[src/dcache_pkg.sv]
`default_nettype none

package dcache_pkg;

    // one bus word and its byte lanes
    typedef logic [63:0] word_t;
    typedef logic [7:0]  strobe_t;
    typedef logic [31:0] addr_t;

    // line geometry, shared by the cache and the memory bus
    localparam int words_per_line = 16;
    localparam int offset_bits    = $clog2(words_per_line);
    localparam int byte_bits      = $clog2($bits(word_t) / 8);

    // cpu side, strobe of zero is a read
    typedef struct packed {
        logic    valid;
        addr_t   addr;
        strobe_t strobe;
        word_t   data;
    } cpu_req_t;

    typedef struct packed {
        logic  data_ok;
        word_t data;
    } cpu_resp_t;

    // memory side, always 16-beat incrementing bursts of whole words
    typedef struct packed {
        logic  valid;
        logic  is_write;
        addr_t addr;
        word_t data;
    } mem_req_t;

    typedef struct packed {
        logic  ready;
        logic  last;
        word_t data;
    } mem_resp_t;

    typedef enum logic [1:0] {
        IDLE,
        COMPARE,
        ALLOCATE,
        WRITEBACK
    } cache_state_e;

endpackage

`default_nettype wire
[src/dcache_tag_store.sv]
`timescale 1ns/100ps
`default_nettype none

module dcache_tag_store #(
    parameter int num_sets = 4,
    parameter int num_ways = 4,
    localparam int index_bits = $clog2(num_sets),
    localparam int way_bits   = $clog2(num_ways),
    localparam int tag_bits   = $bits(dcache_pkg::addr_t) - index_bits
                                - dcache_pkg::offset_bits - dcache_pkg::byte_bits
) (
    input  logic                clk,
    input  logic                reset,
    input  dcache_pkg::addr_t   addr,
    input  logic                meta_we,
    input  logic [way_bits-1:0] meta_way,
    input  logic                meta_dirty,
    input  logic [tag_bits-1:0] meta_tag,
    input  logic [way_bits-1:0] lru_way,
    output logic                hit,
    output logic [way_bits-1:0] hit_way,
    output logic [way_bits-1:0] victim_way,
    output logic                victim_valid,
    output logic                victim_dirty,
    output logic [tag_bits-1:0] victim_tag,
    output logic [num_ways-1:0] set_valid
);
    import dcache_pkg::*;

    logic [num_ways-1:0] valid_q [num_sets];
    logic [num_ways-1:0] dirty_q [num_sets];
    logic [tag_bits-1:0] tag_q [num_sets][num_ways];

    logic [index_bits-1:0] index;
    logic [tag_bits-1:0]   addr_tag;
    logic                  has_free;
    logic [way_bits-1:0]   free_way;

    assign index     = addr[byte_bits + offset_bits +: index_bits];
    assign addr_tag  = addr[$bits(addr_t)-1 -: tag_bits];
    assign set_valid = valid_q[index];

    always_ff @(posedge clk) begin
        if (reset) begin
            for (int s = 0; s < num_sets; s++) begin
                valid_q[s] <= '0;
                dirty_q[s] <= '0;
            end
        end else if (meta_we) begin
            valid_q[index][meta_way] <= 1'b1;
            dirty_q[index][meta_way] <= meta_dirty;
        end
    end

    always_ff @(posedge clk) begin
        if (meta_we) begin
            tag_q[index][meta_way] <= meta_tag;
        end
    end

    // parallel compare across the ways of the set
    always_comb begin
        hit     = 1'b0;
        hit_way = '0;
        for (int w = num_ways - 1; w >= 0; w--) begin
            if (valid_q[index][w] && (tag_q[index][w] == addr_tag)) begin
                hit     = 1'b1;
                hit_way = way_bits'(w);
            end
        end
    end

    // lowest invalid way wins over the lru choice
    always_comb begin
        has_free = 1'b0;
        free_way = '0;
        for (int w = num_ways - 1; w >= 0; w--) begin
            if (!valid_q[index][w]) begin
                has_free = 1'b1;
                free_way = way_bits'(w);
            end
        end
    end

    assign victim_way   = has_free ? free_way : lru_way;
    assign victim_valid = valid_q[index][victim_way];
    assign victim_dirty = dirty_q[index][victim_way];
    assign victim_tag   = tag_q[index][victim_way];

endmodule

`default_nettype wire

[config.mk]
export PLATFORM = sky130hd
export DESIGN_NAME = dcache_tag_store
export DESIGN_NICKNAME = d
export VERILOG_FILES = /design/src/dcache_pkg.sv /design/src/dcache_tag_store.sv
export SDC_FILE = /design/constraint.sdc
export NUM_CORES = 1
export LEC_CHECK = 0
export BUFFER_PORTS_ARGS = -buffer_cell sky130_fd_sc_hd__buf_2
export CORE_MARGIN = 2
export CORE_UTILIZATION = 45
export DETAILED_ROUTE_END_ITERATION = 10
export SLEW_MARGIN = 20
export SYNTH_ARGS = -nofsm -noshare
export SYNTH_HDL_FRONTEND = slang
export SYNTH_SLANG_ARGS = --single-unit
export TNS_END_PERCENT = 50
[constraint.sdc]
create_clock -name clk -period 3.6 [get_ports clk]
set_input_delay 0.18 -clock clk [delete_from_list [all_inputs] [get_ports clk]]
set_output_delay 0.18 -clock clk [all_outputs]
set_load 0.03 [all_outputs]
# Word-level counts from Yosys, hierarchy flattened
# Memories as Yosys holds them, arrays and structs flattened.
# Cells that the tools add are included.
# word_totals
register_bits	0
rom_bits	0
ramBits	400
in_bits	63
out_inout_bits	34
latch_bits	0
word_cells	63
n_memories	3
# mem_list
name	depth	width	read_ports	rd_clocked_by_memory_dff	write_ports	line_no	source
tag_q	4	92	1	0	1	dcache_tag_store.sv:32	logic [tag_bits-1:0] tag_q [num_sets][num_ways];
dirty_q	4	4	1	0	4	dcache_tag_store.sv:31	logic [num_ways-1:0] dirty_q [num_sets];
valid_q	4	4	1	0	4	dcache_tag_store.sv:30	logic [num_ways-1:0] valid_q [num_sets];
# op_classes
order_cmp	6
div_mod_pow	0
eq_ne	4
n_addsub	0
n_mul	0
mux	40
shift	0
n_reduce_logical	8
bitwise_logic	2
# ops
operator	count
$eq A23 B23 Y1	4
$mux W92	1
$mux W23	3
$bmux W23 S2	1
$demux W23 S2	1
$mux W2	11
$mux W4	5
$mux W1	15
$reduce_or A4 Y1	2
$ge A3 B3 Y1 const B	2
$logic_and A1 B1 Y1	6
$lt A2 B3 Y1 const B	2
$not A2 Y3	2
$bmux W1 S2	2
$lt A3 B1 Y1 const B	1
$demux W1 S2	1
$ge A2 B1 Y1 const B	1

# Depth between registers and ports, before layout
# An unclocked memory read counts as a cell.
# depth
ltp_word	10
ltp_mapped	11
ltp_nobuf	7

# Worst setup path after synthesis
# No wires, ideal clock.
# synth_path
path_type	input to register
startpoint	input port addr[8]
endpoint	memory dirty_q[3][3], enable pin
required_time_ns	3.303
stages	9
setup_ns	0.297
slack_ns	0.133
arrival_ns	3.170
n_path_buf	6
cell_sequence	buf_2 buf_2 buf_2 buf_2 buf_2 buf_1 nand2_1 a21oi_1 or2_2
# synth_lines
item	line_no	source
start, declared	dcache_tag_store.sv:14	input dcache_pkg::addr_t addr,
end, declared	dcache_tag_store.sv:31	

# Final worst setup path
# layout_path
startpoint	memory tag_q[0][28] in the netlist's numbering
endpoint	output port hit_way[1]
# layout_via
elab_chain_len	6
# layout_rtl
item	line_no	source
start, declared	dcache_tag_store.sv:32	
$mem_v2 Z4 W92	-	
$eq A23 B23 Y1	dcache_tag_store.sv:66	if (valid_q[index][w] && (tag_q[index][w] == addr_tag)) begin
$logic_and A1 B1 Y1	dcache_tag_store.sv:66	
$mux W2 (3 in a row)	dcache_tag_store.sv:66	
end, declared	dcache_tag_store.sv:21	output logic [way_bits-1:0] hit_way,
# Every way passes these cells.

==> impl_metrics.yaml <==
outcome:
  status: "finished clean"
grt:
  use_met3: 0.04320
  top_usage_layer: "met2"
  grt_max_degree: 43
  gr-usage-all-layers: 0.2209
  use_met1: 0.3210
  grtUsageMet2: 0.3462
  grt-ovfl-total: 0
  antenna_found_initial: 4
  first_global_vias: 8938
  grt_pass1_wl_microns: 60570
sta:
  finalCritPeriodShare: 0.9550
  max_freq_ghz: 0.2909
  fin_ws_ns: 0.1618
  setup_viol: 0
  slew_headroom: 0.5709
  rsz0062_at_grt: "false"
  tightest_slew_ns: 0.6419
  tns_ns: 0
  slew_viol_final: 0
  hold_violations: 0
  finalCriticalPeriod_ns: 3.438
placed_design:
  place_hpwl_microns: 27910
  io_buffers: 89
  placed_cells: 1472
  gp_congestion: 0.8302
  dp_slack_ns: 0.3006
drt:
  routedWlPerCell_microns: 27.37
  wirelength_microns: 42370
  drt_iter0_markers: 831
  vias_per_cell: 5.776
  drtAntennaViolNets: 0
  firstDrtPassIters: 5
  remaining_drc_errors: 0
  vias: 8941
critical_path:
  critPathMaxFanout: 3
  cp-end-kind: "primary output"
  slowest_stage: "or4_4"
  critPathKind: "reg -> out"
  cp_cell_sequence: "mux4_1 > xor2_1 > nor4_4 > nand4_1 > or4_4 > a21oi_2 > buf_2"
  critPathArrivalTime_ns: 3.26
  slowest_delay_ns: 0.59
  worstPathRequired_ns: 3.42
  critPathLaunchType: "register"
  critical-path-top-delay-family: "simple AND/OR/NAND/NOR gates"
  critPathBufInv: 1
floorplan:
  design.core.area_sq_um: 36700
  fp.dieH_microns: 197.5
  dieArea_sq_um: 39000
  row_count: 70
  die_x_microns: 197.5
  start_util: 0.4591
  io_pins: 97
synthesis:
  yosysTopAreaCell: "edfxtp_1"
  async_flop_share: 0
  ys_seq_area_frac: 0.7129
  synth_top_area_frac: 0.7129
  ys.flop_type: "edfxtp_1"
  synth_edf_count: 400
  synth.top_cells.by_area: "edfxtp_1, mux4_2, xor2_1"
  yosysWarnings: 0
  syn-instance-count: 902
  netlist-cell-type-count: 43
  ys_seq_elements: 400
  netlist_area_sq_um: 16850
  syn-num-nets: 965
  avgSynthCellArea_sq_um: 18.68
clocking:
  clkTransAtPathRegs_ns: 0.06
  cts_sinks: 400
  cts.htree.levels: 2
  cts_setup_buffers: 0
  cts_tree: "built"
  numCtsBuffers: 43
  cts-root-buf: "clkbuf_16"
  clk_path_buf_depth: 3
  postCtsHoldBufs: 0
pwr:
  power_mw: 10.46
  p_switching_mw: 2.486
  pwr-share-seq: 0.504
  ir_drop_v: 0.0003686
  p_leak_nw: 6.615
  power_density_nw_per_um2: 534.3
  p_int_mw: 7.977
  power_frac_clock: 0.384
  swShare: 0.2376
  combPwrFrac: 0.112
min_path:
  hold_end: "tag_q[0][81]"
  min_path_type: "in -> reg"
  min_from: "meta_tag[12]"
  hold_depth: 1
flow_run:
  cap_violations: 0
finish:
  final_nets: 1112
  area_growth_pct: 16.23
  drive_gt1_frac: 0.3033
  stdcell_count: 1548
synthesized netlist by cell type (7+ instances only):
cell / count
mux4_2: 79
a211oi_1: 7
nor2_1: 30
nand4_1: 12
xor2_1: 67
mux2i_1: 13
and2_1: 12
xnor2_1: 25
and3_1: 18
nor4_1: 13
nand2_1: 84
a31oi_1: 22
edfxtp_1: 400
clkbuf_1: 11
or2_2: 15
buf_2: 19
mux4_1: 17
sequential cells by signal (all words and copies together) (netlist names):
signal / count
tag_q: 368
dirty_q: 16
valid_q: 16
metal layers:
metal	part of all wire	up-vias
met5	0.00057	-
met4	0.020	4
met3	0.080	62
met2	0.47	333
met1	0.43	4645
li1	-	3897
power groups by stage:
stage          Sequential [mW]  Combinational [mW]  Clock [mW]
6_report                  5.27                1.17        4.02
4_1_cts                   5.27                1.18        4.08
2_1_floorplan             5.36               0.698           0
3_3_place_gp              5.36                1.17           0
3_5_place_dp              5.37                1.17           0
5_1_grt                   5.27                1.24        4.26
cells by family (layout without fill, tap and decap cells):
group / count (synthesis) / after routing / share of synthesized area
AO/OA/AOI/OAI: 41 / 41 / 0.01589
XOR/XNOR: 92 / 92 / 0.04782
buffers and inverters: 50 / 226 / 0.02005
flip-flops: 400 / 400 / 0.7129
multiplexers: 112 / 112 / 0.1418
other: 0 / 2 / 0
AND/OR/NAND/NOR: 207 / 207 / 0.06149
final cells by class:
cell class	instances	area (sq um)
fillers	2899	17120
flip-flops and latches	400	12010
multi-input cells	452	4646
clock buffers	49	1141
repair buffers	145	1025
well taps	468	585.6
clock inverters	25	142.6
inverters	7	26.28
diodes	2	5.005
worst max path at each step:
stage | start | end | cells after the start
after detailed placement | addr[7] | hit_way[1] | 9
final | tag_q[0][28] | hit_way[1] | 7
after floorplan | addr[8] | dirty_q[3][3] | 9
after CTS | tag_q[0][28] | hit_way[1] | 7
after global routing | tag_q[1][41] | hit_way[1] | 8
after global placement | addr[7] | hit_way[1] | 9
repair_timing:
| item | in CTS | in global routing |
|---|---|---|
| resized for setup | 1 | 2 |
| setup endpoints to repair | 1 | 1 |
| cloned | 0 | 0 |
metrics by stage:
stage,hold slack [ns],area [sq um],util
6_report,0.02971,19580,0.5336
5_1_grt,0.02952,19580,0.5335
4_1_cts,0.01808,19570,0.5331
3_5_place_dp,0.5633,18280,0.4980
3_3_place_gp,0.5578,18280,0.4980
2_1_floorplan,0.2789,16850,-
cells in the final DEF (no fill, tap or decap), types with 3 or more instances in the layout:
master and n:
edfxtp_1 400, buf_2 87, nand2_1 84, mux4_2 79, xor2_1 67, clkbuf_16 45
buf_4 45, xnor2_1 25, a31oi_1 22, nor2_1 19, and3_1 18, mux4_1 17
or2_2 15, clkinv_1 13, mux2i_1 13, and2_1 12, nand4_1 12, nor4_1 12
buf_12 12, nor2_4 11, clkinv_2 11, a211oi_1 7, inv_1 4, nand2b_1 4
clkbuf_1 4, nor4_2 3, mux2_2 3, nand3b_1 3, nor3_2 3
(Power assumes the default switching activity.)
