File: src/dcache_pkg.sv
`default_nettype none

package dcache_pkg;

    // one bus word and its byte lanes
    typedef logic [63:0] word_t;
    typedef logic [7:0]  strobe_t;
    typedef logic [31:0] addr_t;

    // line geometry, shared by the cache and the memory bus
    localparam int words_per_line = 16;
    localparam int offset_bits    = $clog2(words_per_line);
    localparam int byte_bits      = $clog2($bits(word_t) / 8);

    // cpu side, strobe of zero is a read
    typedef struct packed {
        logic    valid;
        addr_t   addr;
        strobe_t strobe;
        word_t   data;
    } cpu_req_t;

    typedef struct packed {
        logic  data_ok;
        word_t data;
    } cpu_resp_t;

    // memory side, always 16-beat incrementing bursts of whole words
    typedef struct packed {
        logic  valid;
        logic  is_write;
        addr_t addr;
        word_t data;
    } mem_req_t;

    typedef struct packed {
        logic  ready;
        logic  last;
        word_t data;
    } mem_resp_t;

    typedef enum logic [1:0] {
        IDLE,
        COMPARE,
        ALLOCATE,
        WRITEBACK
    } cache_state_e;

endpackage

`default_nettype wire
File: src/dcache_ctrl.sv
`timescale 1ns/100ps
`default_nettype none

module dcache_ctrl #(
    parameter int num_sets = 4,
    parameter int num_ways = 4,
    localparam int index_bits = $clog2(num_sets),
    localparam int way_bits   = $clog2(num_ways),
    localparam int tag_bits   = $bits(dcache_pkg::addr_t) - index_bits
                                - dcache_pkg::offset_bits - dcache_pkg::byte_bits,
    localparam int ram_addr_bits = index_bits + way_bits + dcache_pkg::offset_bits
) (
    input  logic                     clk,
    input  logic                     reset,
    input  dcache_pkg::cpu_req_t     cpu_req,
    output dcache_pkg::cpu_resp_t    cpu_resp,
    output dcache_pkg::mem_req_t     mem_req,
    input  dcache_pkg::mem_resp_t    mem_resp,
    input  logic                     hit,
    input  logic [way_bits-1:0]      hit_way,
    input  logic [way_bits-1:0]      victim_way,
    input  logic                     victim_valid,
    input  logic                     victim_dirty,
    input  logic [tag_bits-1:0]      victim_tag,
    input  dcache_pkg::word_t        ram_rdata,
    output logic                     meta_we,
    output logic [way_bits-1:0]      meta_way,
    output logic                     meta_dirty,
    output logic [tag_bits-1:0]      meta_tag,
    output logic                     touch,
    output logic                     ram_en,
    output logic [ram_addr_bits-1:0] ram_addr,
    output dcache_pkg::strobe_t      ram_strobe,
    output dcache_pkg::word_t        ram_wdata
);
    import dcache_pkg::*;

    cache_state_e           state;
    cache_state_e           state_next;
    logic [offset_bits-1:0] beat;

    // fields of the request address
    logic [tag_bits-1:0]    req_tag;
    logic [index_bits-1:0]  req_index;
    logic [offset_bits-1:0] req_offset;
    logic                   req_write;

    logic [way_bits-1:0]    line_way;
    logic [offset_bits-1:0] line_word;
    logic [tag_bits-1:0]    bus_tag;
    logic                   in_burst;

    assign req_tag    = cpu_req.addr[$bits(addr_t)-1 -: tag_bits];
    assign req_index  = cpu_req.addr[byte_bits + offset_bits +: index_bits];
    assign req_offset = cpu_req.addr[byte_bits +: offset_bits];
    assign req_write  = |cpu_req.strobe;
    assign in_burst   = (state == ALLOCATE) || (state == WRITEBACK);

    // during refill the new tag is already written, so the line shows up as a hit
    assign line_way  = hit ? hit_way : victim_way;
    assign line_word = (state == COMPARE) ? req_offset : beat;
    assign ram_addr  = {req_index, line_way, line_word};

    // write-back goes to the old line, refill to the requested one
    assign bus_tag = (state == WRITEBACK) ? victim_tag : req_tag;

    always_comb begin
        mem_req.valid    = in_burst;
        mem_req.is_write = (state == WRITEBACK);
        mem_req.addr     = {bus_tag, req_index, {(offset_bits + byte_bits){1'b0}}};
        mem_req.data     = ram_rdata;
    end

    always_comb begin
        cpu_resp.data_ok = (state == COMPARE) && hit;
        cpu_resp.data    = ram_rdata;
    end

    // ram writes: the strobed bytes of a write hit, or one refill beat
    always_comb begin
        ram_en     = 1'b0;
        ram_strobe = cpu_req.strobe;
        ram_wdata  = cpu_req.data;
        case (state)
            COMPARE: begin
                ram_en = hit && req_write;
            end
            ALLOCATE: begin
                ram_en     = mem_resp.ready;
                ram_strobe = '1;
                ram_wdata  = mem_resp.data;
            end
            default: begin
                ram_en = 1'b0;
            end
        endcase
    end

    assign meta_tag = req_tag;

    always_comb begin
        state_next = state;
        meta_we    = 1'b0;
        meta_way   = victim_way;
        meta_dirty = 1'b0;
        touch      = 1'b0;
        case (state)
            IDLE: begin
                if (cpu_req.valid) begin
                    state_next = COMPARE;
                end
            end
            COMPARE: begin
                if (hit) begin
                    touch      = 1'b1;
                    state_next = IDLE;
                    // write hit marks the line dirty
                    if (req_write) begin
                        meta_we    = 1'b1;
                        meta_way   = hit_way;
                        meta_dirty = 1'b1;
                    end
                end else if (victim_valid && victim_dirty) begin
                    state_next = WRITEBACK;
                end else begin
                    meta_we    = 1'b1;
                    state_next = ALLOCATE;
                end
            end
            WRITEBACK: begin
                if (mem_resp.last) begin
                    meta_we    = 1'b1;
                    state_next = ALLOCATE;
                end
            end
            ALLOCATE: begin
                if (mem_resp.last) begin
                    state_next = COMPARE;
                end
            end
            default: begin
                state_next = IDLE;
            end
        endcase
    end

    always_ff @(posedge clk) begin
        if (reset) begin
            state <= IDLE;
        end else begin
            state <= state_next;
        end
    end

    // beat counter, word offset within the burst
    always_ff @(posedge clk) begin
        if (reset || !in_burst || mem_resp.last) begin
            beat <= '0;
        end else if (mem_resp.ready) begin
            beat <= beat + 1'b1;
        end
    end

endmodule

`default_nettype wire

File: config.mk
export PLATFORM = sky130hd
export DESIGN_NAME = dcache_ctrl
export DESIGN_NICKNAME = d
export VERILOG_FILES = /design/src/dcache_pkg.sv /design/src/dcache_ctrl.sv
export SDC_FILE = /design/constraint.sdc
export NUM_CORES = 1
export LEC_CHECK = 0
export ABC_AREA = 1
export BUFFER_PORTS_ARGS = -buffer_cell sky130_fd_sc_hd__buf_4
export CAP_MARGIN = 0
export CORE_AREA = 2 2 212 214
export DETAILED_ROUTE_END_ITERATION = 8
export DIE_AREA = 0 0 214 216
export GPL_TIMING_DRIVEN = 0
export MAX_ROUTING_LAYER = met4
export PLACE_DENSITY = 0.31
export SLEW_MARGIN = 0
export SYNTH_ARGS = -nofsm -noshare
export SYNTH_HDL_FRONTEND = slang
export SYNTH_SLANG_ARGS = --single-unit
File: constraint.sdc
create_clock -name clk -period 1.5 [get_ports clk]
set_input_delay 0.3 -clock clk [delete_from_list [all_inputs] [get_ports clk]]
set_output_delay 0.3 -clock clk [all_outputs]
set_load 0.005 [all_outputs]
# After elaboration in Yosys (flattened, before gate mapping)
# Cells that the tools add are included.
[word_totals]
input_bits = 267
regBits = 6
[classes]
add_sub_neg = 1
n_reduce_logical = 10
n_mux = 24
n_eq_ne = 6
[op_table]
columns = ["op", "count"]
rows = [
  ["64-bit two-way mux", 1],
  ["23-bit two-way mux", 1],
  ["2-bit two-way mux", 8],
  ["1-bit two-way mux", 9],
  ["8-bit two-way mux", 1],
  ["2-bit case mux with 4 select lines", 1],
  ["8-bit OR reduction", 1],
  ["4-bit by 1-bit adder with 4-bit output (second input constant)", 1],
  ["2-bit == test (second input constant)", 2],
  ["4-bit two-way mux", 1],
  ["2-bit != test (second input constant)", 2],
  ["1-bit case mux with 2 select lines", 2],
  ["1-bit logical AND", 3],
  ["1-bit logical OR", 3],
  ["3-bit AND reduction", 1],
  ["2-bit by 1-bit == test with 1-bit output (second input constant)", 1],
  ["2-bit logical NOT", 1],
  ["2-bit by 1-bit != test with 1-bit output (second input constant)", 1],
  ["1-bit logical NOT", 1],
]

# Logic depth before layout (Yosys ltp)
# Gate-level depths: netlist of run 1.
[depth]
depth_word = 5
ltp_mapped = 9
mapped_depth_nobuf = 9

# Worst setup path before layout of run 1
# OpenSTA, ideal clock, no wires.
[synth_path]
path_type = "reg-to-output"
startpoint = "reg state[0]"
endpoint = "out ram_strobe[2]"
arrival_ps = 1150
t_required_ps = 1200
path_stages_with_launch = 6
setup_slack_ps = 50
path_cell_list = "dfxtp_1 inv_1 ha_1 buf_6 buf_6 or2_2"
[synth_between]
elab_chain_len = 2
[synth_rtl]
columns = ["item", "line_no", "text"]
rows = [
  ["start: declaration", "dcache_ctrl.sv:38", "cache_state_e state;"],
  ["start signal: assignment", "dcache_ctrl.sv:151", "state <= state_next;"],
  ["2-bit == test", "dcache_ctrl.sv:84", "case (state)"],
  ["8-bit two-way mux", "dcache_ctrl.sv:84", ""],
  ["end: declaration", "dcache_ctrl.sv:33", "output dcache_pkg::strobe_t ram_strobe,"],
]
# Every way passes these cells.

# Worst setup path in the final report of run 1
[layout_path]
startpoint = "reg state[0]"
endpoint = "out ram_wdata[29]"
[layout_between]
elab_chain_len = 2
[layout_rtl]
columns = ["item", "line_no", "text"]
rows = [
  ["2-bit == test", "dcache_ctrl.sv:84", ""],
  ["64-bit two-way mux", "dcache_ctrl.sv:84", ""],
  ["end: declaration", "dcache_ctrl.sv:34", "output dcache_pkg::word_t ram_wdata"],
]
# Every way passes these cells.

==> impl_results.md, run 1 <==
- Status: finished, violations left
- Failing checks: negative setup slack
- Number of synthesized flops with an enable pin: 0
- Met2 wire len: 12,300 µm
- Core box area: 43,800 µm²
- Largest net degree at the start of global routing: 11
- Die X: roughly 210 µm
- Final Non-Filler Cells: approximately 1.6k
- Main flop type after synthesis: dfxtp_1
- HP Class: input port to register
- Avg WL per Cell: around 13 µm
- Gr ovfl total: 0
- Min Clock Period, post-route: around 1800 ps
- CP delay by family, top: buffers and inverters
- Via density: roughly 3
- CP endpoint kind: output port
- Gr usage total: under 10%
- Maximum vdd drop: around 0.33 mV
- First-pass GRT wire length: ~30,000 µm
- WHS Path Cells: 4
- FP Rows: 77
- Worst r2r src: state[0]
- Worst path slowest cell: dfxtp_2
- RR Endpoint: state[0]
- Final HPWL DP: 18,100 µm
- Max Cap Viol: 0
- TritonCTS clock tree: done
- CTS Buffer Depth: 2
- M1 WL: between 7000 and 8000 µm
- Most used cell, CP: nand2_1
- Place WS: -506 ps
- Hold Startpoint: reset
- DRT iter0 DRCs: 91
- Total Wirelength: 21,900 µm
- Drc violations: 0
- Leakage Power: between 4 and 5 nW
- Routed wl met3: between 1500 and 2000 µm
- Die area: between 40,000 and 50,000 µm²
- Pwr Density: 816 nW/µm²
- Final ANT Viol Nets: 0
- Initial antenna violation count: 0
- Pre-antenna DRT Iters: 4
- # port buffers: between 400 and 500
- Fin crit share: 122%
- Final Cell Area: between 8000 and 9000 µm²
- Area delta synth->final: 198%
- Seq cells post-synth: 6
- Synth Cell Area: approximately 3000 µm²
- CP startpoint: state[0]
- CP max FO: 6
- Synthesis Warnings: 0
- FMAX: ~0.55 GHz
- Top-area cell type share of the netlist area: 41.9%
- Buf+Inv Stages, Crit Path: 6
- Vias: 4,883
- Switching share of power: between 40% and 50%
- Setup_tns: -27,930 ps
- # clock sinks: 6
- Final hold violation count: 0
- Clock Pin Slew Worst Setup and Hold Paths: 40 ps
- Clock share of power: roughly 6%
- Combinational share of power: roughly nine tenths
- Slew Viols, Final: 0
- CP Launch Type: register
- Flop pwr share: 3.0%
- Num CTS Buffers: 3
- Reg2Reg Depth: 11
- Io pins: 539
- Syn avg cell area: between 5 and 6 µm²
- Unrepaired setup endpoints after global routing: true
- Commonest cells post-synth: 291 x nand2_1, 165 x buf_4, 14 x nor2_1
- Skew-Pair Late Insertion Delay: ~230 ps
- Cell Area, Placed: slightly above 7000 µm²
- Synth unique cells: 24
- Root Driver: clkbuf_16
- Ys async rst share: 0%
- Crit path DAT: around 1500 ps
- Pint: about 4.3 mW
- Initial Utilization: roughly 6.7%
- Layout cells sized above 1: about 81%
- H-tree depth: 1
- Clock Skew: approximately 2.8 ps
- CP cell instances: inv_2 -> ha_4 -> inv_8 -> buf_12 -> buf_16 -> clkbuf_16 -> nand2_1 -> nand2_1 -> buf_4
- Post-synth top area cell: buf_4
- Top area cells in the synthesized netlist: buf_4 42%, nand2_1 37%, dfxtp_1 4.1%
- Final setup violation count: between 100 and 150
- Vias in the first global route: 4,862
- Worst hold endpoint: state[0]
- Most instantiated library cell after synthesis: nand2_1
- Total Power: between 7 and 8 mW
- NetSw: about 2.9 mW
- Hold_ws: between 300 and 400 ps
- Cells after Synth: roughly 540
- GP Congestion: about 0.86
- Crit-path max cell delay: 330 ps
- Seq/Total Area, Yosys: between 4 and 5%
- Inst Count DP: ~1.6k
- # diodes: 0
- Internal reg-to-reg setup slack: 150 ps
- Top Metal Used: met4
- Nets: 1,310
- Final core utilization: between 20% and 30%
- Critical Path RT: about 1200 ps
- Final WS setup: -333 ps
- Setup CP Type: register to output port
- DIE HEIGHT: 216 µm
==> worst reg2reg max path: stages, from the launching register on <==
cell     delay, ps
dfxtp_2        330
inv_2           70
ha_4           180
inv_8           40
buf_12         130
buf_4          130
nand2_4         60
nand2_2         50
o21ai_2         80
nand2_1         70
nand2_1         60
nor2_1          30
==> power groups by stage <==
stage | Sequential (mW) | Clock, mW | Combinational [mW]
3_3_place_gp | 0.206 | 0 | 4.37
4_1_cts | 0.215 | 0.437 | 5.70
2_1_floorplan | 0.200 | 0 | 1.80
6_report | 0.219 | 0.430 | 6.54
5_1_grt | 0.220 | 0.446 | 7.06
3_5_place_dp | 0.208 | 0 | 4.31
==> layout make-up <==
| class | count | area (µm²) |
|---|---|---|
| well taps | 592 | 741 |
| multi-input cells | 343 | 2110 |
| repair buffers | 485 | 4130 |
| inverters | 14 | 67.6 |
| flip-flops and latches | 6 | 123 |
| plain buffers | 185 | 1560 |
| fillers | 4935 | 35000 |
| clock buffers | 3 | 75.1 |
==> per-layer routing <==
metal / up-vias / global-route usage [%]
li1: 2442 / -
met1: 2157 / 8.94
met2: 276 / 17.0
met3: 8 / 1.75
met4: 0 / 1.24
met5: - / -
==> registers in the layout, indices dropped and copies added (netlist names) <==
name	cells
beat	4
state	2
==> cell families (layout without fill, tap and decap cells) <==
kind of cell             Yosys count  after routing  share of synthesized area, %
AO/OA/AOI/OAI                     10             10                          1.99
XOR/XNOR                           1              1                         0.296
adder cells (fa/ha/maj)            5              5                          2.12
buffers and inverters            199            687                          49.2
flip-flops                         6              6                          4.06
multiplexers                       1              1                         0.381
other                              1              7                         0.127
AND/OR/NAND/NOR                  319            319                          41.9
==> worst max-delay path by stage <==
stage                         end  slack, ps  cells after the start
finish              ram_wdata[29]       -330                      9
global route        ram_wdata[29]       -370                      9
CTS                 ram_wdata[16]       -360                      9
detailed placement   ram_wdata[6]       -510                      8
global placement     ram_wdata[6]       -490                      8
floorplan           ram_strobe[2]         50                      5
==> cells in the final DEF (no fill, tap or decap), types with 2 or more instances in the layout <==
cell type | Yosys | routed
a21oi_1 | 3 | 2
buf_12 | 0 | 12
buf_16 | 0 | 5
buf_4 | 165 | 572
buf_6 | 9 | 70
buf_8 | 0 | 5
clkbuf_16 | 0 | 9
conb_1 | 1 | 7
dfxtp_1 | 6 | 4
dfxtp_2 | 0 | 2
ha_1 | 5 | 2
ha_4 | 0 | 2
inv_1 | 13 | 9
inv_2 | 0 | 2
nand2_1 | 291 | 151
nand2_2 | 1 | 87
nand2_4 | 1 | 55
nand3_1 | 2 | 2
nor2_1 | 14 | 13
o21ai_2 | 1 | 4
or2_4 | 0 | 8
==> timing repair <==
| action | CTS | global route |
|---|---|---|
| setup buffers | 10 | 4 |
| gates cloned | 6 | 6 |
| gates resized for setup | 168 | 183 |
| endpoints found under the setup margin | 107 | 107 |
| hold buffers | 0 | 0 |
| pin swaps | 14 | 34 |
Power figures use the tool's default switching activity.
==> run 2: changes to the inputs <==
Settings changed: CORE_AREA 2 2 212 214 to 2 2 210 212, DIE_AREA 0 0 214 216 to 0 0 212 214, SKIP_LAST_GASP from default to 1.
Clock period 1.5 ns to 1.96 ns, I/O delays scaled along.
==> run 2 against run 1 <==
Against the previous run: the run now ends clean; clock-buffer cell count unchanged; setup slack better by 370 ps; largest power group unchanged; sequential power down 26%; critical path depth down 1; wire length up 2.6%; sequential share of layout area up 0.19 points; die area down 1.9%; first-iteration DRC count up 24%; clock power down 23%.
==> impl_results.md, run 2 (synthesis results as in run 1) <==
- Status: finished, final reports clean
- # clock sinks: 6
- DRT iter0 DRCs: ~110
- Register with the most flip-flops: beat
- Min Clock Period, post-route: 1920 ps
- Max reg flops: 4
- Gr usage total: under 10%
- Hold_buf cts: 0
- Io pins: 539
- Nets: about 1.3k
- Initial Utilization: 6.89%
- Max Cap Viol: 0
- Pre-antenna DRT Iters: 4
- Worst path slowest cell: dfxtp_2
- Commonest non-fill, non-tap cell in the layout: buf_4
- Critical Path RT: around 1600 ps
- Initial antenna violation count: 0
- # port buffers: 462
- Skew-Pair Late Insertion Delay: ~230 ps
- Vias: ~4.7k
- Area delta synth->final: 162%
- Final HPWL DP: roughly 20,000 µm
- Root Driver: clkbuf_16
- Vias in the first global route: 4,626
- Hold Startpoint: reset
- Clock Pin Slew Worst Setup and Hold Paths: around 30 ps
- Drc violations: 0
- CP startpoint: state[0]
- Leakage Power: around 4.4 nW
- TritonCTS clock tree: done
- H-tree depth: 1
- Crit-path max cell delay: between 300 and 400 ps
- Biggest regs: beat x4, state x2
- Clock Skew: 0.814 ps
- Layout cells sized above 1: 68.9%
- Num CTS Buffers: 3
- Maximum vdd drop: around 0.18 mV
- CP cell instances: inv_2 -> ha_4 -> buf_12 -> buf_12 -> buf_8 -> nand2_1 -> nand2_2 -> buf_4
- Pwr Density: ~570 nW/µm²
- Unrepaired setup endpoints after global routing: true
- FMAX: 0.520 GHz
- Setup CP Type: register to output port
- Via density: ~3
- GP Congestion: roughly 0.72
- Crit path DAT: roughly 1500 ps
- CP endpoint kind: output port
- FP Rows: 76
- Die X: approximately 210 µm
- CTS Buffer Depth: 2
- Final setup violation count: 0
- Most used cell, CP: buf_12
- CP max FO: 10
- Hold_ws: ~440 ps
- Fin crit share: approximately 100%
- DIE HEIGHT: ~210 µm
- Gr ovfl total: 0
- Final hold violation count: 0
- # diodes: 0
- Largest net degree at the start of global routing: 11
- HP Class: input port to register
- Die area: 45,400 µm²
- Core box area: 42,900 µm²
- Final ANT Viol Nets: 0
- Slew Viols, Final: 0
- Setup_tns: 0 ps
- First-pass GRT wire length: 30,100 µm
- Avg WL per Cell: 13.9 µm
- Total Wirelength: approximately 22,000 µm
- CP Launch Type: register
- Worst r2r src: state[1]
- Commonest cells after routing, fill and taps aside: 632 x buf_4, 272 x nand2_1, 19 x nand2_2, 13 x nor2_1, 10 x inv_1
run 2: cell types whose count changed in the layout (fill, tap and decap cells not counted), sizes merged:
cell / previous run / this run
buf: 664 / 660
clkbuf: 9 / 5
run 2: repair_timing:
item,in CTS,in global routing
setup endpoints to repair,79,68
gates cloned,4,1
pin swaps,0,2
gates resized for setup,48,32
setup buffers,4,6
run 2: through the flow:
stage	instance area, µm²	power (mW)	std cells	setup slack [ps]	util [%]
finish	7730	4.43	1613	36.0	18.0
global placement	7180	3.61	1595	-147	16.7
global route	7730	4.85	1613	-24.7	18.0
detailed placement	7180	3.58	1595	-170	16.7
floorplan	2980	1.53	548	418	-
CTS	7560	4.42	1606	-62.0	17.6
run 2: layer usage:
layer | GRT usage [%] | vias up | share of wire, % | routed length [µm]
li1 | - | 2421 | - | -
met1 | 9.70 | 2001 | 37 | 8250
met2 | 18.6 | 288 | 55 | 12300
met3 | 1.55 | 4 | 8.1 | 1810
met4 | 0.657 | 0 | 0.23 | 51
met5 | - | - | 0 | 0
run 2: power by group:
group | internal (mW) | switching, mW
clock network | 0.262 | 0.0677
registers | 0.144 | 0.0189
logic | 2.22 | 1.72
run 2: critical path: cells and delay by family (launching register included):
kind	cells	cell delay, ps
buf+inv	5	610
fa+ha+maj	1	190
simple gates	2	150
flops	1	340
run 2: final timing paths:
check	endpoint	slack, ps	depth (start not counted)
max	ram_wdata[17]	40	8
min	state[0]	440	4
max reg2reg	beat[0]	630	6
min reg2reg	beat[2]	500	2
run 2: layout make-up:
| cell class | instances | area (µm²) |
|---|---|---|
| buffer | 185 | 1520 |
| inverter | 14 | 65.1 |
| clock buffer | 3 | 75.1 |
| tap | 585 | 732 |
| sequential | 6 | 123 |
| fill | 4910 | 35200 |
| timing repair buffer | 477 | 3720 |
| multi-input combinational | 343 | 1500 |
