**config.mk**
```make
export PLATFORM = sky130hd
export DESIGN_NAME = dcache_lru
export DESIGN_NICKNAME = d
export VERILOG_FILES = /design/src/dcache_pkg.sv /design/src/dcache_lru.sv
export SDC_FILE = /design/constraint.sdc
export NUM_CORES = 1
export LEC_CHECK = 0
export BUFFER_PORTS_ARGS = -buffer_cell sky130_fd_sc_hd__buf_4
export CORE_MARGIN = 3
export CORE_UTILIZATION = 60
export CTS_CLUSTER_DIAMETER = 30
export CTS_CLUSTER_SIZE = 16
export DETAILED_ROUTE_END_ITERATION = 12
export PLACE_DENSITY_LB_ADDON = 0.08
export SLEW_MARGIN = 15
export SYNTH_ARGS = -nofsm -noshare
export SYNTH_HDL_FRONTEND = slang
export SYNTH_SLANG_ARGS = --single-unit
```
**constraint.sdc**
```tcl
create_clock -name clk -period 8.2 [get_ports clk]
set_input_delay 1.64 -clock clk [delete_from_list [all_inputs] [get_ports clk]]
set_output_delay 1.64 -clock clk [all_outputs]
set_load 0.03 [all_outputs]
```
**src/dcache_pkg.sv**
```systemverilog
`default_nettype none

package dcache_pkg;

    // one bus word and its byte lanes
    typedef logic [63:0] word_t;
    typedef logic [7:0]  strobe_t;
    typedef logic [31:0] addr_t;

    // line geometry, shared by the cache and the memory bus
    localparam int words_per_line = 16;
    localparam int offset_bits    = $clog2(words_per_line);
    localparam int byte_bits      = $clog2($bits(word_t) / 8);

    // cpu side, strobe of zero is a read
    typedef struct packed {
        logic    valid;
        addr_t   addr;
        strobe_t strobe;
        word_t   data;
    } cpu_req_t;

    typedef struct packed {
        logic  data_ok;
        word_t data;
    } cpu_resp_t;

    // memory side, always 16-beat incrementing bursts of whole words
    typedef struct packed {
        logic  valid;
        logic  is_write;
        addr_t addr;
        word_t data;
    } mem_req_t;

    typedef struct packed {
        logic  ready;
        logic  last;
        word_t data;
    } mem_resp_t;

    typedef enum logic [1:0] {
        IDLE,
        COMPARE,
        ALLOCATE,
        WRITEBACK
    } cache_state_e;

endpackage

`default_nettype wire
```
**src/dcache_lru.sv**
```systemverilog
`timescale 1ns/100ps
`default_nettype none

module dcache_lru #(
    parameter int num_sets = 4,
    parameter int num_ways = 4,
    localparam int index_bits = $clog2(num_sets),
    localparam int way_bits   = $clog2(num_ways)
) (
    input  logic                clk,
    input  logic                reset,
    input  dcache_pkg::addr_t   addr,
    input  logic                touch,
    input  logic [way_bits-1:0] hit_way,
    input  logic [num_ways-1:0] set_valid,
    output logic [way_bits-1:0] lru_way
);
    import dcache_pkg::*;

    // age 0 is the most recently used way
    logic [way_bits-1:0] age_q [num_sets][num_ways];

    logic [index_bits-1:0] index;
    logic [way_bits-1:0]   touched_age;
    logic [way_bits-1:0]   oldest_age;

    assign index       = addr[byte_bits + offset_bits +: index_bits];
    assign touched_age = age_q[index][hit_way];

    always_ff @(posedge clk) begin
        if (reset) begin
            for (int s = 0; s < num_sets; s++) begin
                for (int w = 0; w < num_ways; w++) begin
                    age_q[s][w] <= '1;
                end
            end
        end else begin
            for (int w = 0; w < num_ways; w++) begin
                if (!set_valid[w]) begin
                    // empty ways stay oldest
                    age_q[index][w] <= '1;
                end else if (touch) begin
                    if (way_bits'(w) == hit_way) begin
                        age_q[index][w] <= '0;
                    end else if (age_q[index][w] < touched_age) begin
                        age_q[index][w] <= age_q[index][w] + 1'b1;
                    end
                end
            end
        end
    end

    // strict compare keeps the lowest index on a tie
    always_comb begin
        lru_way    = '0;
        oldest_age = age_q[index][0];
        for (int w = 1; w < num_ways; w++) begin
            if (age_q[index][w] > oldest_age) begin
                oldest_age = age_q[index][w];
                lru_way    = way_bits'(w);
            end
        end
    end

endmodule

`default_nettype wire

```
# Yosys cells after proc, flatten, opt, wreduce, memory -nomap -nowiden
# Memory sizes are Yosys's and may differ from the RTL's.
# Index checks and enable logic that the tools add are counted.
# word_totals
register_bits	0
ramBits	32
input_bits	41
out_inout_bits	2
n_memories	1
# memory_table
memory	words	width	rd	rd_ports_with_merged_regs	wr	line	text
age_q	4	8	1	0	4	dcache_lru.sv:21	logic [way_bits-1:0] age_q [num_sets][num_ways];
# classes
add_sub_neg	4
n_lt_le_gt_ge	8
n_eq_ne	3
mux	77
n_bitwise	9
reduce_logical	2
# op_table
cell	count
$mux W1	59
$mux W2	15
$add A2 B1 Y2 const B	4
$lt A2 B2 Y1	4
$mux W8	1
$or A1 B1 Y1	8
$reduce_or A8 Y1	1
$gt A2 B2 Y1	3
$bmux W2 S2	1
$eq A2 B2 Y1 const A	2
$mux W4	1
$ge A3 B3 Y1 const B	1
$not A2 Y3	1
$eq A1 B2 Y1 const A	1
$logic_not A2 Y1	1

# Longest topological paths before layout
# Gate-level depths: netlist (run 1).
# depth
word_depth	14
mapped_depth	18
mapped_depth_nobuf	16

# Worst setup path before layout (run 1)
# Ideal clock, no wire load.
# synth_timing
path_kind	input port to output port
startpoint	input port addr[8]
endpoint	output port lru_way[0]
arrival_ns	4.626
required_ns	6.560
setup_slack_ns	1.934
stages	17
n_path_buf	2
path_cell_list	buf_2 > buf_2 > mux4_2 > ha_1 > inv_1 > o22ai_1 > mux2_2 > ha_1 > inv_1 > o22ai_1 > inv_1 > nor2_1 > a21oi_1 > ha_1 > nand2_1 > o21ai_0 > o21ai_0
# synth_via
elab_chain_cells	7
# synth_lines
element	line	text
start: declaration	dcache_lru.sv:12	input dcache_pkg::addr_t addr,
$mem_v2 Z4 W8 *	-	
$gt A2 B2 Y1	dcache_lru.sv:58	if (age_q[index][w] > oldest_age) begin
$mux W2	dcache_lru.sv:58	
$gt A2 B2 Y1	dcache_lru.sv:58	
$mux W2	dcache_lru.sv:58	
$gt A2 B2 Y1	dcache_lru.sv:58	
$mux W2 *	dcache_lru.sv:58	
end: declaration	dcache_lru.sv:16	output logic [way_bits-1:0] lru_way
# Every way passes the cells marked *; elsewhere a longest branch is shown, timed or not.

# Worst setup path in the final report (run 1)
# layout_timing
startpoint	input port addr[7]
endpoint	output port lru_way[0]
# Same word-level chain as after synthesis.

==> results of run 1 <==
[stage by stage]
| step | util | setup slack, ps | hold slack [ps] |
|---|---|---|---|
| global placement | 0.652 | 1680 | 959 |
| global route | 0.672 | 1250 | 1070 |
| floorplan | - | 1930 | 879 |
| finish | 0.672 | 1400 | 1010 |
| CTS | 0.672 | 1460 | 1010 |
| detailed placement | 0.652 | 1470 | 994 |
[power by group through the flow]
stage | registers [mW] | logic, mW | clock network [mW]
global placement | 0.186 | 0.0504 | 0
detailed placement | 0.186 | 0.0514 | 0
CTS | 0.182 | 0.0516 | 0.118
global route | 0.182 | 0.0575 | 0.125
floorplan | 0.185 | 0.0387 | 0
finish | 0.182 | 0.0523 | 0.118
[metal layers]
metal / vias to the layer above / share of wire / GRT usage
met5: - / 0 / 0
met4: 0 / 0.025 / 0.104
met3: 16 / 0.085 / 0.0477
met2: 109 / 0.47 / 0.445
met1: 1025 / 0.42 / 0.391
li1: 983 / - / -
[final cells by class]
type,count,area share
Clock buffer,7,0.0278
Sequential cell,32,0.350
Clock inverter,1,0.00137
Multi-Input combinational cell,205,0.550
Timing Repair Buffer,12,0.0328
Tap cell,50,0.0228
Inverter,11,0.0150
[how the worst min path moves through the flow]
stage	startpoint	end	slack [ps]
after floorplan	age_q[1][5]	age_q[1][5]	880
after global placement	age_q[0][1]	age_q[2][1]	960
after detailed placement	age_q[0][5]	age_q[0][5]	990
after CTS	age_q[0][5]	age_q[0][5]	1010
after global routing	age_q[0][1]	age_q[2][1]	1070
final	age_q[0][5]	age_q[0][5]	1010
[synth_stat cells, types with 2 or more instances]
library cell,n
sky130_fd_sc_hd__clkbuf_1,10
sky130_fd_sc_hd__nand3b_1,3
sky130_fd_sc_hd__nor3_1,4
sky130_fd_sc_hd__or4_4,2
sky130_fd_sc_hd__nor2b_1,6
sky130_fd_sc_hd__ha_1,12
sky130_fd_sc_hd__mux2_2,4
sky130_fd_sc_hd__buf_6,2
sky130_fd_sc_hd__nand2_1,36
sky130_fd_sc_hd__or3_1,5
sky130_fd_sc_hd__buf_2,5
sky130_fd_sc_hd__o22ai_1,7
sky130_fd_sc_hd__xor2_1,8
sky130_fd_sc_hd__o22a_1,4
sky130_fd_sc_hd__mux2i_1,5
sky130_fd_sc_hd__nand3_1,2
sky130_fd_sc_hd__mux4_2,11
sky130_fd_sc_hd__a21oi_1,19
sky130_fd_sc_hd__o21ai_0,21
sky130_fd_sc_hd__edfxtp_1,32
sky130_fd_sc_hd__nor4_1,2
sky130_fd_sc_hd__and2_1,2
sky130_fd_sc_hd__inv_1,11
sky130_fd_sc_hd__or2_2,2
sky130_fd_sc_hd__o31ai_1,8
sky130_fd_sc_hd__o31a_1,4
sky130_fd_sc_hd__nor2_1,18
sky130_fd_sc_hd__xnor2_1,8
sky130_fd_sc_hd__nand2b_1,3
[critical path, cell delays in order]
cell and delay [ps]:
sky130_fd_sc_hd__buf_4 240, sky130_fd_sc_hd__mux4_2 630, sky130_fd_sc_hd__ha_1 330, sky130_fd_sc_hd__inv_1 40
sky130_fd_sc_hd__o22ai_1 270, sky130_fd_sc_hd__mux2_2 400, sky130_fd_sc_hd__ha_1 290, sky130_fd_sc_hd__inv_1 60
sky130_fd_sc_hd__o22ai_1 230, sky130_fd_sc_hd__inv_1 120, sky130_fd_sc_hd__a21oi_1 180, sky130_fd_sc_hd__ha_1 190
sky130_fd_sc_hd__nor2b_1 40, sky130_fd_sc_hd__o21ai_0 190, sky130_fd_sc_hd__o21ai_0 130, sky130_fd_sc_hd__buf_4 180
[kinds of logic (layout without fill, tap and decap cells)]
family,Yosys count,in the layout,share of synthesized area
AO/OA/AOI/OAI,67,67,0.159
XOR/XNOR,16,16,0.0538
flip-flops,32,32,0.369
AND/OR/NAND/NOR,89,89,0.169
multiplexers,21,21,0.142
buffers and inverters,29,31,0.0505
adder cells (fa/ha/maj),12,12,0.0577
==> results.py, run 1 <==
metrics = {
    "clock_network": {
        "h-tree-depth": 2,
        "worstSkewPairLatency_ps": 290,
        "tritoncts.num_buffers": 5,
        "ctsLongestPathBuffers": 2,
        "postCtsHoldBufs": 0,
        "cts-resized-gates": 0,
        "cts_setup_buffers": 0,
        "clock_tree_from_tritoncts": "done",
        "ctsRootBufferMaster": "sky130_fd_sc_hd__clkbuf_8",
        "clkSlewWorstSetupHoldPaths_ps": 60,
        "clkSinkCount": 32,
    },
    "placement": {
        "post-place-cells": 310,
        "port_buffers": 12,
        "hpwlAfterDp_mm": 4.90,
        "gp_congestion": 0.955,
        "placed_area_um2": 2670,
    },
    "die": {
        "effective_utilization_at_floorplan": 0.637,
        "io_pins": 43,
        "dieArea_um2": 5170,
        "num_rows": 23,
        "floorplan.die.width_um": 71.9,
        "die_height_um": 71.9,
        "floorplan.core_area_um2": 4090,
    },
    "route": {
        "detail_route.wl_per_cell_um": 20.5,
        "ant_nets": 0,
        "drtPass1Iterations": 5,
        "via_per_inst": 6.71,
        "detailroute.via_count": 2133,
        "drt_wl_total_mm": 6.52,
        "detail_route.iter0.violations": 316,
        "route.detailed.drc": 0,
    },
    "timing": {
        "period_share": 0.830,
        "maxSlewHeadroom": 0.328,
        "fmaxAchievable_mhz": 147,
        "grt_setup_unrepaired": "no",
        "finalSetupTns_ps": 0,
        "finalHoldViolations": 0,
        "report.final.slew_viol_count": 0,
        "fin_worst_skew_ps": 10.2,
        "worstMarginPinSlew_ps": 1010,
        "period_minus_slack_ps": 6800,
        "finalSetupViolCount": 0,
    },
    "final_layout": {
        "post_route_cells_drive_above_1_share": 0.149,
        "mostFrequentLayoutCell": "sky130_fd_sc_hd__nand2_1",
        "flip_flop_count_of_the_largest_register_after_layout": 32,
        "fin_nets": 320,
        "total_area_of_multi_input_combinational_cells_um2": 1510,
        "layout_top_registers": "age_q: 32 flops",
        "layout.area.seq_um2": 961,
        "antenna_cells": 0,
        "final_design_area_no_fill_um2": 2750,
        "syn_to_final_growth_pct": 5.48,
        "top_register": "age_q",
        "layout.filler_cells": 367,
        "final-instance-count-excl-fill": 318,
        "most_frequent_cells_in_the_layout": "36 x sky130_fd_sc_hd__nand2_1, 32 x sky130_fd_sc_hd__edfxtp_1, 21 x sky130_fd_sc_hd__o21ai_0, 19 x sky130_fd_sc_hd__a21oi_1, 18 x sky130_fd_sc_hd__nor2_1",
    },
    "pwr": {
        "p_sw_uw": 93.5,
        "clkPwrFrac": 0.335,
        "total_leakage_power_nw": 0.890,
        "pwr_density_cell_nw_per_um2": 128,
        "seqPwrFrac": 0.517,
        "power.total_uw": 352,
        "vdd.ir_drop.worst_mv": 0.0862,
        "internal-power_uw": 259,
        "p_comb_frac": 0.148,
        "power_switching_share": 0.265,
    },
    "logic_synthesis": {
        "synth.lib_cells_used.distinct": 39,
        "ys_top_cells_by_area": "sky130_fd_sc_hd__edfxtp_1 37%, sky130_fd_sc_hd__mux4_2 9.5%, sky130_fd_sc_hd__ha_1 5.8%",
        "ys_async_sr_fraction": 0,
        "postSynthNetCount": 319,
        "synth-edff-count": 32,
        "synth_top_area_share": 0.369,
        "synth.cell_area_um2": 2600,
        "syn_area_per_cell_um2": 9.79,
        "yosys_most_used_dff": "sky130_fd_sc_hd__edfxtp_1",
        "yosys_top_cell_by_area": "sky130_fd_sc_hd__edfxtp_1",
        "yosysSeqAreaShare": 0.369,
        "synth_seq_cells": 32,
        "synthesis.instances": 266,
        "yosysWarningCount": 0,
    },
    "setup_path": {
        "required_ps": 6560,
        "worst_ep_arrival_time_ps": 5160,
        "rrSetupSlack_ps": 5200,
        "critical_path_peak_fanout": 18,
        "crit-reg2reg-capture": "age_q[1][1]",
        "cp-start-kind": "input port",
        "critical_path_endpoint": "lru_way[0]",
        "cp-startpoint": "addr[7]",
        "criticalPathCategory": "input port to primary output",
        "worstSetupEndpointType": "primary output",
        "r2r.worst_path.cells": 8,
        "rr_startpoint": "age_q[3][3]",
    },
    "hold_path": {
        "timing.hold.worst.class": "register to register",
        "worst_hold_path.num_cells": 5,
    },
    "global_routing": {
        "grt_start_max_net_pins": 25,
        "grt_pass1_vias": 2111,
        "antenna_found_initial": 0,
        "grt_use_total": 0.281,
        "grt.overflow.total": 0,
        "grt_pass1_wl_mm": 10.9,
    },
    "flow_run": {
        "drv.max_cap_violation_count": 0,
    },
    "status": {
        "outcome": "completed",
    },
}
Power figures use the tool's default switching activity.
==> run 2, diff against run 1 <==
- CORE_UTILIZATION: 60 -> 52
- clock period: 8.2 -> 5.51 ns (I/O delays scaled with it)
==> results.py, run 2 (synthesis gave the netlist of run 1 again) <==
metrics = {
    "timing": {
        "maxSlewHeadroom": 0.356,
        "period_share": 0.956,
        "finalSetupTns_ps": 0,
        "fmaxAchievable_mhz": 190,
        "finalHoldViolations": 0,
        "fin_worst_skew_ps": 2.61,
        "postLayoutSetupSlackWorst_ps": 241,
        "worstMarginPinSlew_ps": 964,
        "report.final.slew_viol_count": 0,
        "finalSetupViolCount": 0,
        "period_minus_slack_ps": 5270,
    },
    "clock_network": {
        "clkSinkCount": 32,
        "clkSlewWorstSetupHoldPaths_ps": 60,
        "tritoncts.num_buffers": 5,
        "worstSkewPairLatency_ps": 280,
        "ctsLongestPathBuffers": 2,
        "clock_tree_from_tritoncts": "done",
        "ctsRootBufferMaster": "sky130_fd_sc_hd__clkbuf_8",
        "h-tree-depth": 2,
    },
    "setup_path": {
        "cp_cell_instances": "buf_6 > mux4_2 > inv_1 > ha_1 > o22ai_2 > mux2_2 > ha_1 > inv_1 > o22ai_1 > inv_1 > a21oi_1 > ha_1 > nand2_1 > o21ai_2 > o21ai_0 > buf_4",
        "worstSetupEndpointType": "primary output",
        "cp-start-kind": "input port",
        "required_ps": 4410,
        "worst_ep_arrival_time_ps": 4170,
        "worst-path-buf-inv": 5,
        "critical-path-max-stage-delay_ps": 600,
        "critPathTopFamily": "multiplexers",
        "criticalPathCategory": "input port to primary output",
        "critical_path_peak_fanout": 9,
        "cpMaxStageDelayCell": "sky130_fd_sc_hd__mux4_2",
    },
    "route": {
        "detail_route.wl_per_cell_um": 19.0,
        "drtPass1Iterations": 6,
        "ant_nets": 0,
        "met2RoutedLength_mm": 2.94,
        "top_layer_used": "met4",
        "via_per_inst": 6.30,
        "route.detailed.drc": 0,
        "m1WireLength_mm": 2.91,
        "drt_wl_total_mm": 6.45,
        "route.met3.wl_um": 490,
        "detail_route.iter0.violations": 285,
        "detailroute.via_count": 2141,
    },
    "flow_run": {
        "drv.max_cap_violation_count": 0,
    },
    "status": {
        "outcome": "completed",
    },
    "die": {
        "floorplan.die.width_um": 76.8,
        "dieArea_um2": 5890,
        "floorplan.core_area_um2": 4790,
        "effective_utilization_at_floorplan": 0.544,
        "die_height_um": 76.8,
        "io_pins": 43,
        "num_rows": 25,
    },
    "pwr": {
        "power_switching_share": 0.260,
        "total_leakage_power_nw": 0.915,
        "vdd.ir_drop.worst_mv": 0.138,
        "internal-power_uw": 387,
        "pwr_density_cell_nw_per_um2": 185,
        "p_comb_frac": 0.153,
        "clkPwrFrac": 0.329,
        "seqPwrFrac": 0.519,
        "p_sw_uw": 136,
    },
    "final_layout": {
        "flip_flop_count_of_the_largest_register_after_layout": 32,
        "most_frequent_cells_in_the_layout": "36 x sky130_fd_sc_hd__nand2_1, 32 x sky130_fd_sc_hd__edfxtp_1, 20 x sky130_fd_sc_hd__o21ai_0, 19 x sky130_fd_sc_hd__a21oi_1, 18 x sky130_fd_sc_hd__nor2_1",
        "post_route_cells_drive_above_1_share": 0.172,
        "antenna_cells": 0,
        "fin_nets": 325,
        "final_design_area_no_fill_um2": 2820,
        "layout_top_registers": "age_q: 32 flops",
        "top_register": "age_q",
        "syn_to_final_growth_pct": 8.27,
        "mostFrequentLayoutCell": "sky130_fd_sc_hd__nand2_1",
    },
    "global_routing": {
        "antenna_found_initial": 0,
        "grt.overflow.total": 0,
        "grt_pass1_vias": 2030,
        "grt_use_total": 0.231,
        "grt_pass1_wl_mm": 10.6,
        "grt_start_max_net_pins": 22,
    },
    "placement": {
        "port_buffers": 12,
        "placed_area_um2": 2720,
        "dp_slack_ps": 2.93,
        "hpwlAfterDp_mm": 4.76,
        "gp_congestion": 0.895,
    },
    "hold_path": {
        "timing.hold.worst.class": "register to register",
    },
}
-- run 2: cell count changes in the layout (fill, tap and decap cells not counted), sizes merged --
cell / before / now
buf: 12 / 17
-- run 2: per-stage QoR --
step	hold WS (ps)	cells	util	power (mW)
after floorplan	879	266	-	0.333
after global placement	960	331	0.568	0.353
after detailed placement	961	331	0.568	0.354
after CTS	973	339	0.585	0.523
after global routing	1080	340	0.589	0.543
final	968	340	0.589	0.523
-- run 2: area by class of cell --
class                           instances  area (um^2)
Inverter                               11         41.3
Fill cell                             430         1970
Clock inverter                          1         3.75
Clock buffer                            7         76.3
Multi-Input combinational cell        205         1520
Tap cell                               67         83.8
Timing Repair Buffer                   17          131
Sequential cell                        32          961
-- run 2: routing by layer --
metal / track usage / vias to the layer above
met3: 0.0352 / 16
met5: 0 / -
met1: 0.337 / 1022
met2: 0.358 / 105
met4: 0.0616 / 0
li1: - / 998
-- run 2: power groups by stage --
| stage | Sequential (mW) | Clock, mW | Combinational (mW) |
|---|---|---|---|
| 2_1_floorplan | 0.276 | 0 | 0.0575 |
| 3_3_place_gp | 0.276 | 0 | 0.0770 |
| 3_5_place_dp | 0.276 | 0 | 0.0777 |
| 4_1_cts | 0.271 | 0.174 | 0.0783 |
| 5_1_grt | 0.271 | 0.185 | 0.0875 |
| 6_report | 0.271 | 0.172 | 0.0799 |
-- run 2: path summary, 6_finish.rpt --
check,slack (ps),to,start,cells past startpoint
max,240,lru_way[0],addr[7],16
min,970,age_q[2][7],age_q[2][7],5
max reg2reg,2530,age_q[3][6],age_q[3][3],7
min reg2reg,970,age_q[2][7],age_q[2][7],5
-- run 2: worst min-delay path: stages (launching register included) --
cell	delay, ps
sky130_fd_sc_hd__edfxtp_1	350
sky130_fd_sc_hd__xnor2_1	80
sky130_fd_sc_hd__mux2i_1	140
sky130_fd_sc_hd__o31a_1	120
sky130_fd_sc_hd__o21ai_0	100
sky130_fd_sc_hd__nand2_1	70
-- run 2: what timing repair did --
item / CTS / global route
gates resized for setup: 0 / 4
hold buffers: 0 / 0
setup buffers: 0 / 1
endpoints found under the setup margin: 0 / 2
==> run 3, diff against run 2 <==
- PLACE_DENSITY: not set -> 0.88
- PLACE_DENSITY_LB_ADDON: 0.08 -> not set
==> results.py, run 3 (synthesis gave the netlist of run 1 again) <==
metrics = {
    "status": {
        "outcome": "completed",
    },
    "timing": {
        "period_minus_slack_ps": 5240,
        "maxSlewHeadroom": 0.364,
        "finalSetupTns_ps": 0,
        "fin_worst_skew_ps": 2.59,
        "grt_setup_unrepaired": "no",
        "period_share": 0.951,
        "report.final.slew_viol_count": 0,
        "finalSetupViolCount": 0,
        "fmaxAchievable_mhz": 191,
        "finalHoldViolations": 0,
        "worstMarginPinSlew_ps": 951,
    },
    "final_layout": {
        "fin_nets": 326,
        "syn_to_final_growth_pct": 7.83,
        "top_register": "age_q",
        "mostFrequentLayoutCell": "sky130_fd_sc_hd__nand2_1",
        "antenna_cells": 0,
        "post_route_cells_drive_above_1_share": 0.177,
        "most_frequent_cells_in_the_layout": "36 x sky130_fd_sc_hd__nand2_1, 32 x sky130_fd_sc_hd__edfxtp_1, 21 x sky130_fd_sc_hd__o21ai_0, 19 x sky130_fd_sc_hd__a21oi_1",
        "flip_flop_count_of_the_largest_register_after_layout": 32,
        "layout_top_registers": "age_q: 32 flops",
        "layout.filler_cells": 411,
    },
    "placement": {
        "gp_congestion": 0.982,
        "port_buffers": 12,
        "hpwlAfterDp_mm": 4.72,
    },
    "die": {
        "dieArea_um2": 5890,
        "effective_utilization_at_floorplan": 0.544,
        "num_rows": 25,
        "die_height_um": 76.8,
        "floorplan.die.width_um": 76.8,
        "io_pins": 43,
        "floorplan.core_area_um2": 4790,
    },
    "setup_path": {
        "critical_path_peak_fanout": 5,
        "worstSetupEndpointType": "primary output",
        "criticalPathCategory": "input port to primary output",
        "critical_path_endpoint": "lru_way[0]",
        "required_ps": 4410,
        "rr_startpoint": "age_q[0][3]",
        "crit-reg2reg-capture": "age_q[1][2]",
        "worst_ep_arrival_time_ps": 4140,
        "r2r.worst_path.cells": 8,
        "cp-startpoint": "addr[7]",
        "cp-start-kind": "input port",
        "rrSetupSlack_ps": 2510,
    },
    "pwr": {
        "power_switching_share": 0.253,
        "p_sw_uw": 129,
        "clkPwrFrac": 0.310,
        "vdd.ir_drop.worst_mv": 0.125,
        "seqPwrFrac": 0.533,
        "total_leakage_power_nw": 0.911,
        "internal-power_uw": 380,
        "p_comb_frac": 0.156,
        "pwr_density_cell_nw_per_um2": 181,
        "power.total_uw": 509,
    },
    "global_routing": {
        "grt_pass1_wl_mm": 10.4,
        "grt.overflow.total": 0,
        "grt_start_max_net_pins": 22,
        "grt_use_total": 0.228,
        "antenna_found_initial": 0,
        "grt_pass1_vias": 2052,
    },
    "route": {
        "via_per_inst": 6.46,
        "detail_route.wl_per_cell_um": 18.9,
        "drt_wl_total_mm": 6.40,
        "drtPass1Iterations": 5,
        "detailroute.via_count": 2184,
        "ant_nets": 0,
        "route.detailed.drc": 0,
        "detail_route.iter0.violations": 324,
    },
    "clock_network": {
        "tritoncts.num_buffers": 5,
        "ctsLongestPathBuffers": 2,
        "clkSinkCount": 32,
        "clock_tree_from_tritoncts": "done",
        "h-tree-depth": 2,
        "clkSlewWorstSetupHoldPaths_ps": 60,
        "worstSkewPairLatency_ps": 280,
        "ctsRootBufferMaster": "sky130_fd_sc_hd__clkbuf_8",
    },
    "hold_path": {
        "timing.hold.worst.class": "register to register",
        "worst_hold_path.num_cells": 5,
        "hold_path.startpoint": "age_q[2][5]",
    },
    "flow_run": {
        "drv.max_cap_violation_count": 0,
    },
}
-- run 3: cell types whose count changed in the layout (fill, tap and decap cells not counted), sizes merged --
cell    change
clkinv      -1
clkbuf      -2
buf         +1
-- run 3: power by group through the flow --
stage	Clock [mW]	Sequential [mW]	Combinational [mW]
finish	0.158	0.271	0.0796
global route	0.168	0.271	0.0860
CTS	0.160	0.271	0.0773
detailed placement	0	0.276	0.0771
global placement	0	0.276	0.0748
floorplan	0	0.276	0.0575
-- run 3: timing repair --
action                     4_1_cts  5_1_grt
hold buffers                     0        0
gates resized for setup          0        2
buffers inserted                 0        3
setup endpoints to repair        0        1
-- run 3: how the worst min path moves through the flow --
stage | end
floorplan | age_q[1][5]
global placement | age_q[2][5]
detailed placement | age_q[2][5]
CTS | age_q[2][5]
global route | age_q[2][5]
finish | age_q[2][5]
-- run 3: metal layers --
layer | GRT usage | share of wire
met1 | 0.294 | 0.41
met3 | 0.0481 | 0.098
met2 | 0.370 | 0.47
met4 | 0.0996 | 0.023
met5 | 0 | 0
-- run 3: cell type report --
| type | instances | area [um^2] | area share |
|---|---|---|---|
| multi-input cells | 205 | 1520 | 0.541 |
| flip-flops and latches | 32 | 961 | 0.342 |
| repair buffers | 18 | 135 | 0.0481 |
| well taps | 67 | 83.8 | 0.0299 |
| clock buffers | 5 | 68.8 | 0.0245 |
| inverters | 11 | 41.3 | 0.0147 |
-- run 3: critical path, stage by stage --
cell,delay [ps]
sky130_fd_sc_hd__buf_4,150
sky130_fd_sc_hd__mux4_2,570
sky130_fd_sc_hd__inv_1,90
sky130_fd_sc_hd__ha_1,250
sky130_fd_sc_hd__o22ai_2,180
sky130_fd_sc_hd__mux2_2,370
sky130_fd_sc_hd__ha_1,280
sky130_fd_sc_hd__inv_1,30
sky130_fd_sc_hd__o22ai_1,190
sky130_fd_sc_hd__inv_1,90
sky130_fd_sc_hd__nor2_1,90
sky130_fd_sc_hd__a21oi_1,50
sky130_fd_sc_hd__ha_1,270
sky130_fd_sc_hd__nand2_1,40
sky130_fd_sc_hd__o21ai_0,80
sky130_fd_sc_hd__o21ai_0,120
sky130_fd_sc_hd__buf_4,180
-- run 3: per-stage QoR --
stage / utilization / hold WS [ps] / std cells / setup slack [ps] / cell area (um^2)
4_1_cts: 0.581 / 1000 / 335 / 198 / 2780
3_3_place_gp: 0.566 / 960 / 330 / 249 / 2710
2_1_floorplan: - / 879 / 266 / 320 / 2600
6_report: 0.587 / 998 / 338 / 268 / 2810
5_1_grt: 0.587 / 1040 / 338 / 49.3 / 2810
3_5_place_dp: 0.566 / 987 / 330 / 198 / 2710
